<file path="config.mk">
export PLATFORM = sky130hd
export DESIGN_NAME = gpr_file
export DESIGN_NICKNAME = d
export VERILOG_FILES = /design/src/verilog/gpr_pkg.sv /design/src/verilog/gpr_bank_if.sv /design/src/verilog/gpr_bank.sv /design/src/verilog/gpr_file.sv /design/src/verilog/gpr_port_decode.sv /design/src/verilog/gpr_read_select.sv
export VERILOG_INCLUDE_DIRS = /design/src /design/src/verilog
export SDC_FILE = /design/constraint.sdc
export NUM_CORES = 2
export LEC_CHECK = 0
export ABC_CLOCK_PERIOD_IN_PS = 1470
export BUFFER_PORTS_ARGS = -buffer_cell sky130_fd_sc_hd__buf_2
export CAP_MARGIN = 20
export CORE_MARGIN = 2
export CORE_UTILIZATION = 57
export DETAILED_ROUTE_END_ITERATION = 16
export PLACE_DENSITY_LB_ADDON = 0.05
export SYNTH_ARGS = -nofsm -noshare
export SYNTH_HDL_FRONTEND = slang
export SYNTH_SLANG_ARGS = --single-unit
export TNS_END_PERCENT = 10
</file>
<file path="constraint.sdc">
create_clock -name g_clk -period 1.47 [get_ports g_clk]
set_input_delay 0 -clock g_clk [delete_from_list [all_inputs] [get_ports g_clk]]
set_output_delay 0 -clock g_clk [all_outputs]
set_load 0.05 [all_outputs]
</file>
<file path="src/verilog/gpr_defines.svh">
////////////////////////////////////////
// GPR constants
// Sizes of the register file and its banks
////////////////////////////////////////
`ifndef GPR_DEFINES_SVH
`define GPR_DEFINES_SVH

`define GPR_NUM_REGS   32   // Architectural registers
`define GPR_NUM_BANKS  2    // Even and odd bank
`define GPR_BANK_DEPTH 16   // Entries per bank
`define GPR_NUM_READ   3    // Source read ports
`define GPR_XLEN       32   // Register width

`endif

</file>
<file path="src/verilog/gpr_pkg.sv">
////////////////////////////////////////
// GPR package
// Vector types shared by the register file
////////////////////////////////////////
`default_nettype none

`include "gpr_defines.svh"

package gpr_pkg;

    // Register number, bit 0 picks the bank
    typedef logic [$clog2(`GPR_NUM_REGS)-1:0]   reg_addr_t;

    typedef logic [`GPR_XLEN-1:0]               reg_data_t;   // One register word

    // Upper address bits, entry within a bank
    typedef logic [$clog2(`GPR_BANK_DEPTH)-1:0] bank_idx_t;

endpackage

`default_nettype wire

</file>
<file path="src/verilog/gpr_bank_if.sv">
////////////////////////////////////////
// GPR bank interface
// Write request, read indices and read data
// of one register bank
////////////////////////////////////////
`timescale 1ns/100ps
`default_nettype none

`include "gpr_defines.svh"

interface gpr_bank_if;
    import gpr_pkg::*;

    logic      wen;                          // Write strobe, taken at clock edge
    bank_idx_t windex;                       // Entry to write
    reg_data_t wdata;                        // Word to write
    bank_idx_t rindex [`GPR_NUM_READ];       // Entry per read port
    reg_data_t rdata  [`GPR_NUM_READ];       // Word per read port

    modport decode (output wen, output windex, output wdata, output rindex);

    modport bank (input wen, input windex, input wdata, input rindex, output rdata);

    modport select (input rdata);

endinterface

`default_nettype wire

</file>
<file path="src/verilog/gpr_bank.sv">
////////////////////////////////////////
// GPR bank
// Sixteen registers, one write port and
// three combinational read ports
////////////////////////////////////////
`timescale 1ns/100ps
`default_nettype none

`include "gpr_defines.svh"

module gpr_bank #(
    parameter bit hardwire_zero = 1'b0       // Entry 0 is constant zero
) (
    input  wire       g_clk,
    input  wire       rst_n,
    gpr_bank_if.bank  port
);
    import gpr_pkg::*;

    reg_data_t regs [`GPR_BANK_DEPTH];       // Bank storage
    logic      wr_blocked;                   // Write aimed at frozen entry 0

    assign wr_blocked = hardwire_zero && (port.windex == '0);

    always_ff @(posedge g_clk or negedge rst_n) begin
        if (!rst_n) begin
            for (int i = 0; i < `GPR_BANK_DEPTH; i++) begin
                regs[i] <= '0;
            end
        end else if (port.wen && !wr_blocked) begin
            regs[port.windex] <= port.wdata;
        end
    end

    // Reads see the stored value, a write lands next cycle
    always_comb begin
        for (int i = 0; i < `GPR_NUM_READ; i++) begin
            port.rdata[i] = regs[port.rindex[i]];
        end
    end

    generate
        if (hardwire_zero) begin : g_zero_check
            // Entry 0 never leaves zero, whatever the write traffic
            a_entry0_zero : assert property (
                @(posedge g_clk) disable iff (!rst_n)
                (port.wen && port.windex == '0) |=> (regs[0] == '0)
            ) else $error("entry 0 of a zero bank was written");
        end
    endgenerate

endmodule

`default_nettype wire

</file>
<file path="src/verilog/gpr_file.sv">
////////////////////////////////////////
// GPR file top level
// 32 x 32-bit registers in two banks with
// three read ports and a paired write
////////////////////////////////////////
`timescale 1ns/100ps
`default_nettype none

`include "gpr_defines.svh"

module gpr_file (
    input  wire                     g_clk,
    input  wire                     rst_n,

    input  wire gpr_pkg::reg_addr_t rs1_addr,     // Source 1 register
    output gpr_pkg::reg_data_t      rs1_data,
    output gpr_pkg::reg_data_t      rs1_rdhi,     // Source 1 high word

    input  wire gpr_pkg::reg_addr_t rs2_addr,     // Source 2 register
    output gpr_pkg::reg_data_t      rs2_data,
    output gpr_pkg::reg_data_t      rs2_rdhi,     // Source 2 high word

    input  wire gpr_pkg::reg_addr_t rs3_addr,     // Source 3 register
    output gpr_pkg::reg_data_t      rs3_data,

    input  wire                     rd_wen,       // Destination write enable
    input  wire                     rd_wide,      // Paired write, rd_addr even
    input  wire gpr_pkg::reg_addr_t rd_addr,
    input  wire gpr_pkg::reg_data_t rd_wdata,     // Bits 31:0
    input  wire gpr_pkg::reg_data_t rd_wdata_hi   // Bits 63:32 on a wide write
);

    gpr_bank_if bank_if [`GPR_NUM_BANKS] ();      // Index 0 even, 1 odd

    gpr_port_decode u_decode (
        .rd_wen      (rd_wen),
        .rd_wide     (rd_wide),
        .rd_addr     (rd_addr),
        .rd_wdata    (rd_wdata),
        .rd_wdata_hi (rd_wdata_hi),
        .rs1_addr    (rs1_addr),
        .rs2_addr    (rs2_addr),
        .rs3_addr    (rs3_addr),
        .even_bank   (bank_if[0]),
        .odd_bank    (bank_if[1])
    );

    // Only the even bank holds register 0
    generate
        for (genvar b = 0; b < `GPR_NUM_BANKS; b++) begin : g_bank
            gpr_bank #(
                .hardwire_zero (b == 0)
            ) u_bank (
                .g_clk (g_clk),
                .rst_n (rst_n),
                .port  (bank_if[b])
            );
        end
    endgenerate

    gpr_read_select u_select (
        .rs1_addr  (rs1_addr),
        .rs2_addr  (rs2_addr),
        .rs3_addr  (rs3_addr),
        .even_bank (bank_if[0]),
        .odd_bank  (bank_if[1]),
        .rs1_data  (rs1_data),
        .rs2_data  (rs2_data),
        .rs3_data  (rs3_data),
        .rs1_rdhi  (rs1_rdhi),
        .rs2_rdhi  (rs2_rdhi)
    );

    // A plain write to a nonzero register reads back on rs1 one cycle later
    a_write_readback : assert property (
        @(posedge g_clk) disable iff (!rst_n)
        (rd_wen && !rd_wide && rd_addr != '0) |=>
            (rs1_addr != $past(rd_addr)) || (rs1_data == $past(rd_wdata))
    ) else $error("register %0d did not read back its write", $past(rd_addr));

endmodule

`default_nettype wire

</file>
<file path="src/verilog/gpr_port_decode.sv">
////////////////////////////////////////
// GPR port decoder
// Splits destination and source addresses
// into even and odd bank requests
////////////////////////////////////////
`timescale 1ns/100ps
`default_nettype none

`include "gpr_defines.svh"

module gpr_port_decode (
    input  wire                 rd_wen,        // Destination write enable
    input  wire                 rd_wide,       // Paired 64-bit write
    input  wire gpr_pkg::reg_addr_t rd_addr,   // Destination register
    input  wire gpr_pkg::reg_data_t rd_wdata,  // Low word, or the only word
    input  wire gpr_pkg::reg_data_t rd_wdata_hi, // High word of a wide write
    input  wire gpr_pkg::reg_addr_t rs1_addr,
    input  wire gpr_pkg::reg_addr_t rs2_addr,
    input  wire gpr_pkg::reg_addr_t rs3_addr,
    gpr_bank_if.decode              even_bank,
    gpr_bank_if.decode              odd_bank
);
    import gpr_pkg::*;

    reg_addr_t rs_addr [`GPR_NUM_READ];      // Source addresses as an array
    bank_idx_t rd_index;                     // Pair number of the destination
    logic      rd_odd;

    assign rs_addr[0] = rs1_addr;
    assign rs_addr[1] = rs2_addr;
    assign rs_addr[2] = rs3_addr;

    assign rd_odd   = rd_addr[0];
    assign rd_index = bank_idx_t'(rd_addr >> 1);

    // Write side
    assign even_bank.wen    = rd_wen && !rd_odd;
    assign even_bank.windex = rd_index;
    assign even_bank.wdata  = rd_wdata;

    assign odd_bank.wen     = rd_wen && (rd_odd || rd_wide);
    assign odd_bank.windex  = rd_index;
    assign odd_bank.wdata   = rd_wide ? rd_wdata_hi : rd_wdata;   // High half on wide

    // Both banks look up the same pair for a source
    always_comb begin
        for (int i = 0; i < `GPR_NUM_READ; i++) begin
            even_bank.rindex[i] = bank_idx_t'(rs_addr[i] >> 1);
            odd_bank.rindex[i]  = bank_idx_t'(rs_addr[i] >> 1);
        end
    end

    // A wide write must name the even register of its pair
    always_comb begin
        if (rd_wen && rd_wide) begin
            assert #0 (!rd_odd)
                else $error("wide write to odd register %0d", rd_addr);
        end
    end

endmodule

`default_nettype wire

</file>
<file path="src/verilog/gpr_read_select.sv">
////////////////////////////////////////
// GPR read selector
// Picks the even or odd word per source
// port and forms the wide high words
////////////////////////////////////////
`timescale 1ns/100ps
`default_nettype none

`include "gpr_defines.svh"

module gpr_read_select (
    input  wire gpr_pkg::reg_addr_t rs1_addr,
    input  wire gpr_pkg::reg_addr_t rs2_addr,
    input  wire gpr_pkg::reg_addr_t rs3_addr,
    gpr_bank_if.select              even_bank,
    gpr_bank_if.select              odd_bank,
    output gpr_pkg::reg_data_t      rs1_data,
    output gpr_pkg::reg_data_t      rs2_data,
    output gpr_pkg::reg_data_t      rs3_data,
    output gpr_pkg::reg_data_t      rs1_rdhi,   // Odd word of the rs1 pair
    output gpr_pkg::reg_data_t      rs2_rdhi    // Odd word of the rs2 pair
);
    import gpr_pkg::*;

    reg_addr_t rs_addr [`GPR_NUM_READ];
    reg_data_t rs_data [`GPR_NUM_READ];

    assign rs_addr[0] = rs1_addr;
    assign rs_addr[1] = rs2_addr;
    assign rs_addr[2] = rs3_addr;

    // Bit 0 of the register number chooses the bank
    always_comb begin
        for (int i = 0; i < `GPR_NUM_READ; i++) begin
            rs_data[i] = rs_addr[i][0] ? odd_bank.rdata[i] : even_bank.rdata[i];
        end
    end

    assign rs1_data = rs_data[0];
    assign rs2_data = rs_data[1];
    assign rs3_data = rs_data[2];

    // Wide reads return the odd register regardless of bit 0
    assign rs1_rdhi = odd_bank.rdata[0];
    assign rs2_rdhi = odd_bank.rdata[1];

endmodule

`default_nettype wire

</file>
======== Word-level counts from Yosys, hierarchy flattened ========
Index checks and enable logic that the tools add are counted.
cells by class
  eq/ne operators ......................... 0
  add/subtract/negate cells ............... 0
  reductions and logical operators ........ 8
  mux-type cells .......................... 26
  $mul .................................... 0
  bitwise gates (word level) .............. 4
  div/mod/pow operators ................... 0
  magnitude comparators ................... 5
  shift-type cells ........................ 0
operator list
  operator                                                                      number
  512-bit bitwise mux                                                           2
  32-bit binary-select mux with 4-bit select                                    6
  32-bit 2-to-1 mux                                                             17
  32-bit demux with 4-bit select                                                1
  5-bit greater-or-equal comparator, second input constant                      4
  4-bit inverter with 5-bit output                                              4
  5-bit by 1-bit less-than comparator with 1-bit output, second input constant  1
  1-bit logical AND                                                             4
  4-bit logical NOT                                                             1
  1-bit logical NOT                                                             2
  1-bit logical OR                                                              1
word-level totals
  RAM bits ................................ 0
  logic and storage cells ................. 75
  output and inout port bits .............. 160
  bits in registers ....................... 1024
  bits in read-only memories .............. 0
  memories kept ........................... 0
  input bits .............................. 88
  bits in latches ......................... 0

======== Depth between registers and ports, before layout ========
  depth after elaboration ................. 6
  gate-level depth with buffers ........... 9
  mapped depth without buffers ............ 4

======== By module ========
From an unflattened synthesis, not the netlist that was laid out.
unflattened totals
  cell total of the unflattened synthesis .. 4162
  area, all modules ....................... 63246.9 um2
by module, submodules not included
  module                        area an instance (um2)  seq. area each (um2)  cells an instance  instances
  gpr_bank at g_bank[1].u_bank  30141.4                 12812.3               1947               1
  gpr_bank at g_bank[0].u_bank  29957.5                 12812.3               1941               1
  gpr_read_select               2113.3                  0.0                   172                1
  gpr_port_decode               1034.7                  0.0                   102                1

======== Worst setup path after synthesis ========
No wires, ideal clock.
  path type ............................... input to output
  start point ............................. input port rs3_addr[1]
  end point ............................... output port rs3_data[30]
  arrival ................................. 2.442 ns
  buffers on the path ..................... 3
  cell stages on the path ................. 6
  setup slack ............................. -0.972 ns
  data required time ...................... 1.470 ns
  path through ............................ buf_2 buf_4 buf_2 mux4_2 o22ai_1 nor4_1
between the ends
  longest elaborated chain between the ends .. 5
  elaborated cells between the ends (all ways) .. 8
  those cells by class .................... 7 x mux; 1 x bitwise
RTL lines
  what                                                      line                   RTL
  start: declaration                                        gpr_file.sv:23         input wire gpr_pkg::reg_addr_t rs3_addr,
  4-bit inverter with 5-bit output (not written as such) *  gpr_bank.sv:38         port.rdata[i] = regs[port.rindex[i]];
  32-bit binary-select mux with 4-bit select                gpr_bank.sv:38
  32-bit 2-to-1 mux (not written as such) (2 in series)     gpr_bank.sv:38
  32-bit 2-to-1 mux *                                       gpr_read_select.sv:35  rs_data[i] = rs_addr[i][0] ? odd_bank.rdata[i] : even_bank.rdata[i];
  end: declaration                                          gpr_file.sv:24         output gpr_pkg::reg_data_t rs3_data,
Mark *: on every way between the ends. The rest lies on a longest branch, timed or not. The select of a mux whose other input is x is not followed.

======== Worst setup path after layout ========
  start point ............................. register g_bank[1].u_bank.regs[36] in the netlist's numbering
  end point ............................... output port rs2_data[4]
between the ends
  longest elaborated chain between the ends .. 4
RTL lines
  what                                                   line                   RTL
  start: declaration                                     gpr_bank.sv:20         reg_data_t regs [`GPR_BANK_DEPTH];
  start signal: indexed assignment                       gpr_bank.sv:31         regs[port.windex] <= port.wdata;
  32-bit binary-select mux with 4-bit select             gpr_bank.sv:38
  32-bit 2-to-1 mux (not written as such) (2 in series)  gpr_bank.sv:38
  32-bit 2-to-1 mux                                      gpr_read_select.sv:35
  end: declaration                                       gpr_file.sv:20         output gpr_pkg::reg_data_t rs2_data,
Every way passes these cells. The select of a mux whose other input is x is not followed.

==> impl_metrics.py <==
metrics = {
    "logic_synthesis": {
        "syn_inst": 5078,
        "synth_fp_nets": 5166,
        "synth-async-reset-ratio": 1.000,
        "ys_ff_latch": 1024,
        "ys_seq_area_frac": 0.4108,
        "syn_area_per_cell_um2": 12.28,
        "synth-edff-count": 0,
        "synthesis.area_um2": 62370,
        "yosysWarnings": 0,
        "synth.distinct_cells": 42,
        "synthFlopType": "dfrtp_1",
    },
    "route": {
        "drt_iter0_markers": 7269,
        "vias": 53790,
        "drt-total-wl_mm": 253.9,
        "postRouteAntennaNets": 0,
        "drtPass1Iterations": 6,
        "post_drt_via_cell_ratio": 7.048,
        "drc": 0,
        "avgRoutedWirePerCell_um": 33.27,
    },
    "sta": {
        "rsz0062_at_grt": "true",
        "setup_ws_ns": -0.9642,
        "tightestPinTransition_ns": 0.6707,
        "clock_skew_ns": 0,
        "fin_crit_sh": 1.656,
        "setup_viol_count_final": 165,
        "setup_tns_ns": -134.90,
        "period_minus_slack_ns": 2.434,
        "fmax_ghz": 0.4108,
        "final_hold_viol_count": 0,
        "hold_ws_ns": 0.006893,
        "slew_headroom": 0.5529,
        "drv_slew": 0,
    },
    "global_route": {
        "grt_pass1_wl_mm": 368.8,
        "grt_pass1_vias": 53880,
        "grtUsageTotal": 0.4548,
        "grt_max_degree": 94,
        "grt-ovfl-total": 0,
        "antenna_found_initial": 11,
    },
    "die": {
        "die-area_um2": 112100,
        "boundaryPins": 248,
        "core.rowCount": 121,
        "die_x_um": 334.8,
        "core_um2": 108700,
        "fp.dieH_um": 334.8,
        "start_util": 0.5738,
    },
    "worst_setup_path": {
        "critPathSlowestCell": "mux4_2",
        "rrSetupSlack_ns": 0.50,
        "max_stage_delay_ns": 0.50,
        "critical_path_class": "flop to primary output",
        "critPathCaptureType": "primary output",
        "critPathTopFamily": "multiplexers",
        "path_cells": "mux4_2, a22o_1, nor2_2, nand3_4, buf_8",
        "r2r-start": "g_bank[1].u_bank.regs[318]",
        "cp.required_ns": 1.47,
        "cp.arrival_ns": 2.43,
        "path_max_fanout": 4,
        "crit_start": "g_bank[1].u_bank.regs[36]",
        "start_kind": "flop",
        "worst-path-buf-inv": 1,
        "rr_endpoint": "g_bank[1].u_bank.regs[318]",
        "rr_worst_depth": 4,
    },
    "worst_hold_path": {
        "min_path_type": "input port to asynchronous set/reset pin",
    },
    "job": {
        "maxCapViolations": 0,
    },
    "cts": {
        "cts_buffers": 114,
        "path_clk_slew_ns": 0.06,
        "clk_path_buf_depth": 3,
        "cts_tree": "done",
        "htree_levels": 3,
        "clk_latency_ns": 0.71,
        "cts.sinks": 1024,
        "root_buffer": "clkbuf_16",
    },
    "pwr": {
        "power.leakage_nw": 36.72,
        "ir_worst_vdd_uv": 1293,
        "powerDensity_nw_per_um2": 1367,
        "p_total_w": 0.1135,
    },
    "cells_and_area": {
        "top_register": "g_bank.u_bank.regs",
        "finish.net_count": 6206,
        "largest_reg_flops": 1024,
        "nFillCells": 6952,
        "design_area_um2": 83000,
        "layout-drive-gt1-share": 0.5104,
        "top_regs": "g_bank.u_bank.regs (1024)",
        "area_delta_synth_final_pct": 33.07,
    },
    "placement": {
        "dp_hpwl_mm": 177.6,
        "port_buffers": 247,
        "routabilityCongestion": 1.004,
        "place_area_um2": 75290,
    },
    "run_status": {
        "violations": "setup timing",
        "status": "finished with violations",
    },
}
## through the flow
stage	std cells	worst slack (ns)	utilization
final	7631	-0.9642	0.7635
after global routing	7627	-1.006	0.7634
after CTS	7622	-0.9662	0.7556
after detailed placement	7324	-0.5203	0.6926
after global placement	7324	-0.5274	0.6926
after floorplan	5078	-0.2641	-
## cell type report
type                    count  area (µm²)  area share
diodes                      4       10.01   0.0001206
clock buffers             161        3319     0.04000
clock inverters            50       734.5    0.008849
multi-input cells        3500       36810      0.4435
flip-flops and latches   1024       25630      0.3088
well taps                1414        1769     0.02132
repair buffers           1478       14720      0.1774
## power by group
group	switching (W)	internal, W	leakage [nW]	total (W)
clock network	0.0126	0.0185	1.97	0.0312
logic	0.0198	0.0219	22.1	0.0417
registers	0.00627	0.0344	12.7	0.0406
## cell usage in the layout (no fill, tap or decap), types with 29 or more instances in the layout
| cell type | n |
|---|---|
| a21oi_1 | 409 |
| buf_12 | 231 |
| nor4_4 | 35 |
| nor2_1 | 425 |
| nor2_2 | 64 |
| mux2i_1 | 348 |
| o22ai_1 | 46 |
| a22o_1 | 115 |
| nand3_2 | 49 |
| buf_4 | 927 |
| a22oi_1 | 64 |
| o21ai_1 | 72 |
| nand4_1 | 64 |
| buf_2 | 73 |
| clkbuf_8 | 29 |
| dfrtp_1 | 1020 |
| nor2_4 | 35 |
| mux2_4 | 92 |
| nand2_1 | 303 |
| clkbuf_16 | 114 |
| o22ai_2 | 60 |
| buf_6 | 144 |
| o21ai_0 | 56 |
| dlygate4sd3_1 | 75 |
| mux2_2 | 443 |
| mux4_2 | 640 |
| a21oi_2 | 34 |
## repair_timing
action | 4_1_cts | 5_1_grt
resized for setup | 509 | 200
buffers inserted | 12 | 9
pin swaps | 61 | 45
endpoints found under the setup margin | 160 | 202
hold endpoints to repair | 2016 | 0
hold buffers | 77 | 0
## cell usage after synthesis (72+ instances only)
cell type	instances	area, µm²
o22ai_1	128	800.8
mux4_2	640	14410
mux2i_1	352	3523
o21ai_1	72	360.4
a21oi_1	448	2242
nand2_1	330	1239
clkbuf_1	270	1013
buf_2	185	925.9
nor2_1	521	1956
a22o_1	128	1121
dfrtp_1	1024	25620
mux2_2	505	5687
## metal layers
| layer | global-route usage | wire, µm |
|---|---|---|
| met2 | 0.6500 | 108500 |
| met1 | 0.6198 | 94270 |
| met4 | 0.2128 | 14660 |
| met3 | 0.1670 | 36280 |
| met5 | 0.009119 | 166 |
## worst reg2reg max path: stages (launching register included)
cell and delay, ns:
dfrtp_1 0.42, buf_6 0.13, buf_4 0.12, nor2_1 0.10, a21oi_1 0.06
## cell families (layout without fill, tap and decap cells)
logic type,Yosys count,after routing,synth area share
buf+inv,554,1689,0.04253
mux,1536,1536,0.3876
other cells,0,4,0
compound gates,897,897,0.08487
flops,1024,1024,0.4108
simple gates,1067,1067,0.07416
## worst max-delay path by stage
stage                         to  slack [ns]  depth (start not counted)
CTS                 rs2_data[12]       -0.97                          5
finish               rs2_data[4]       -0.96                          5
detailed placement  rs1_data[22]       -0.52                          7
global route        rs1_data[10]       -1.01                          5
global placement    rs1_data[22]       -0.53                          7
floorplan            rs1_rdhi[0]       -0.26                          7
Power figures use the tool's default switching activity.
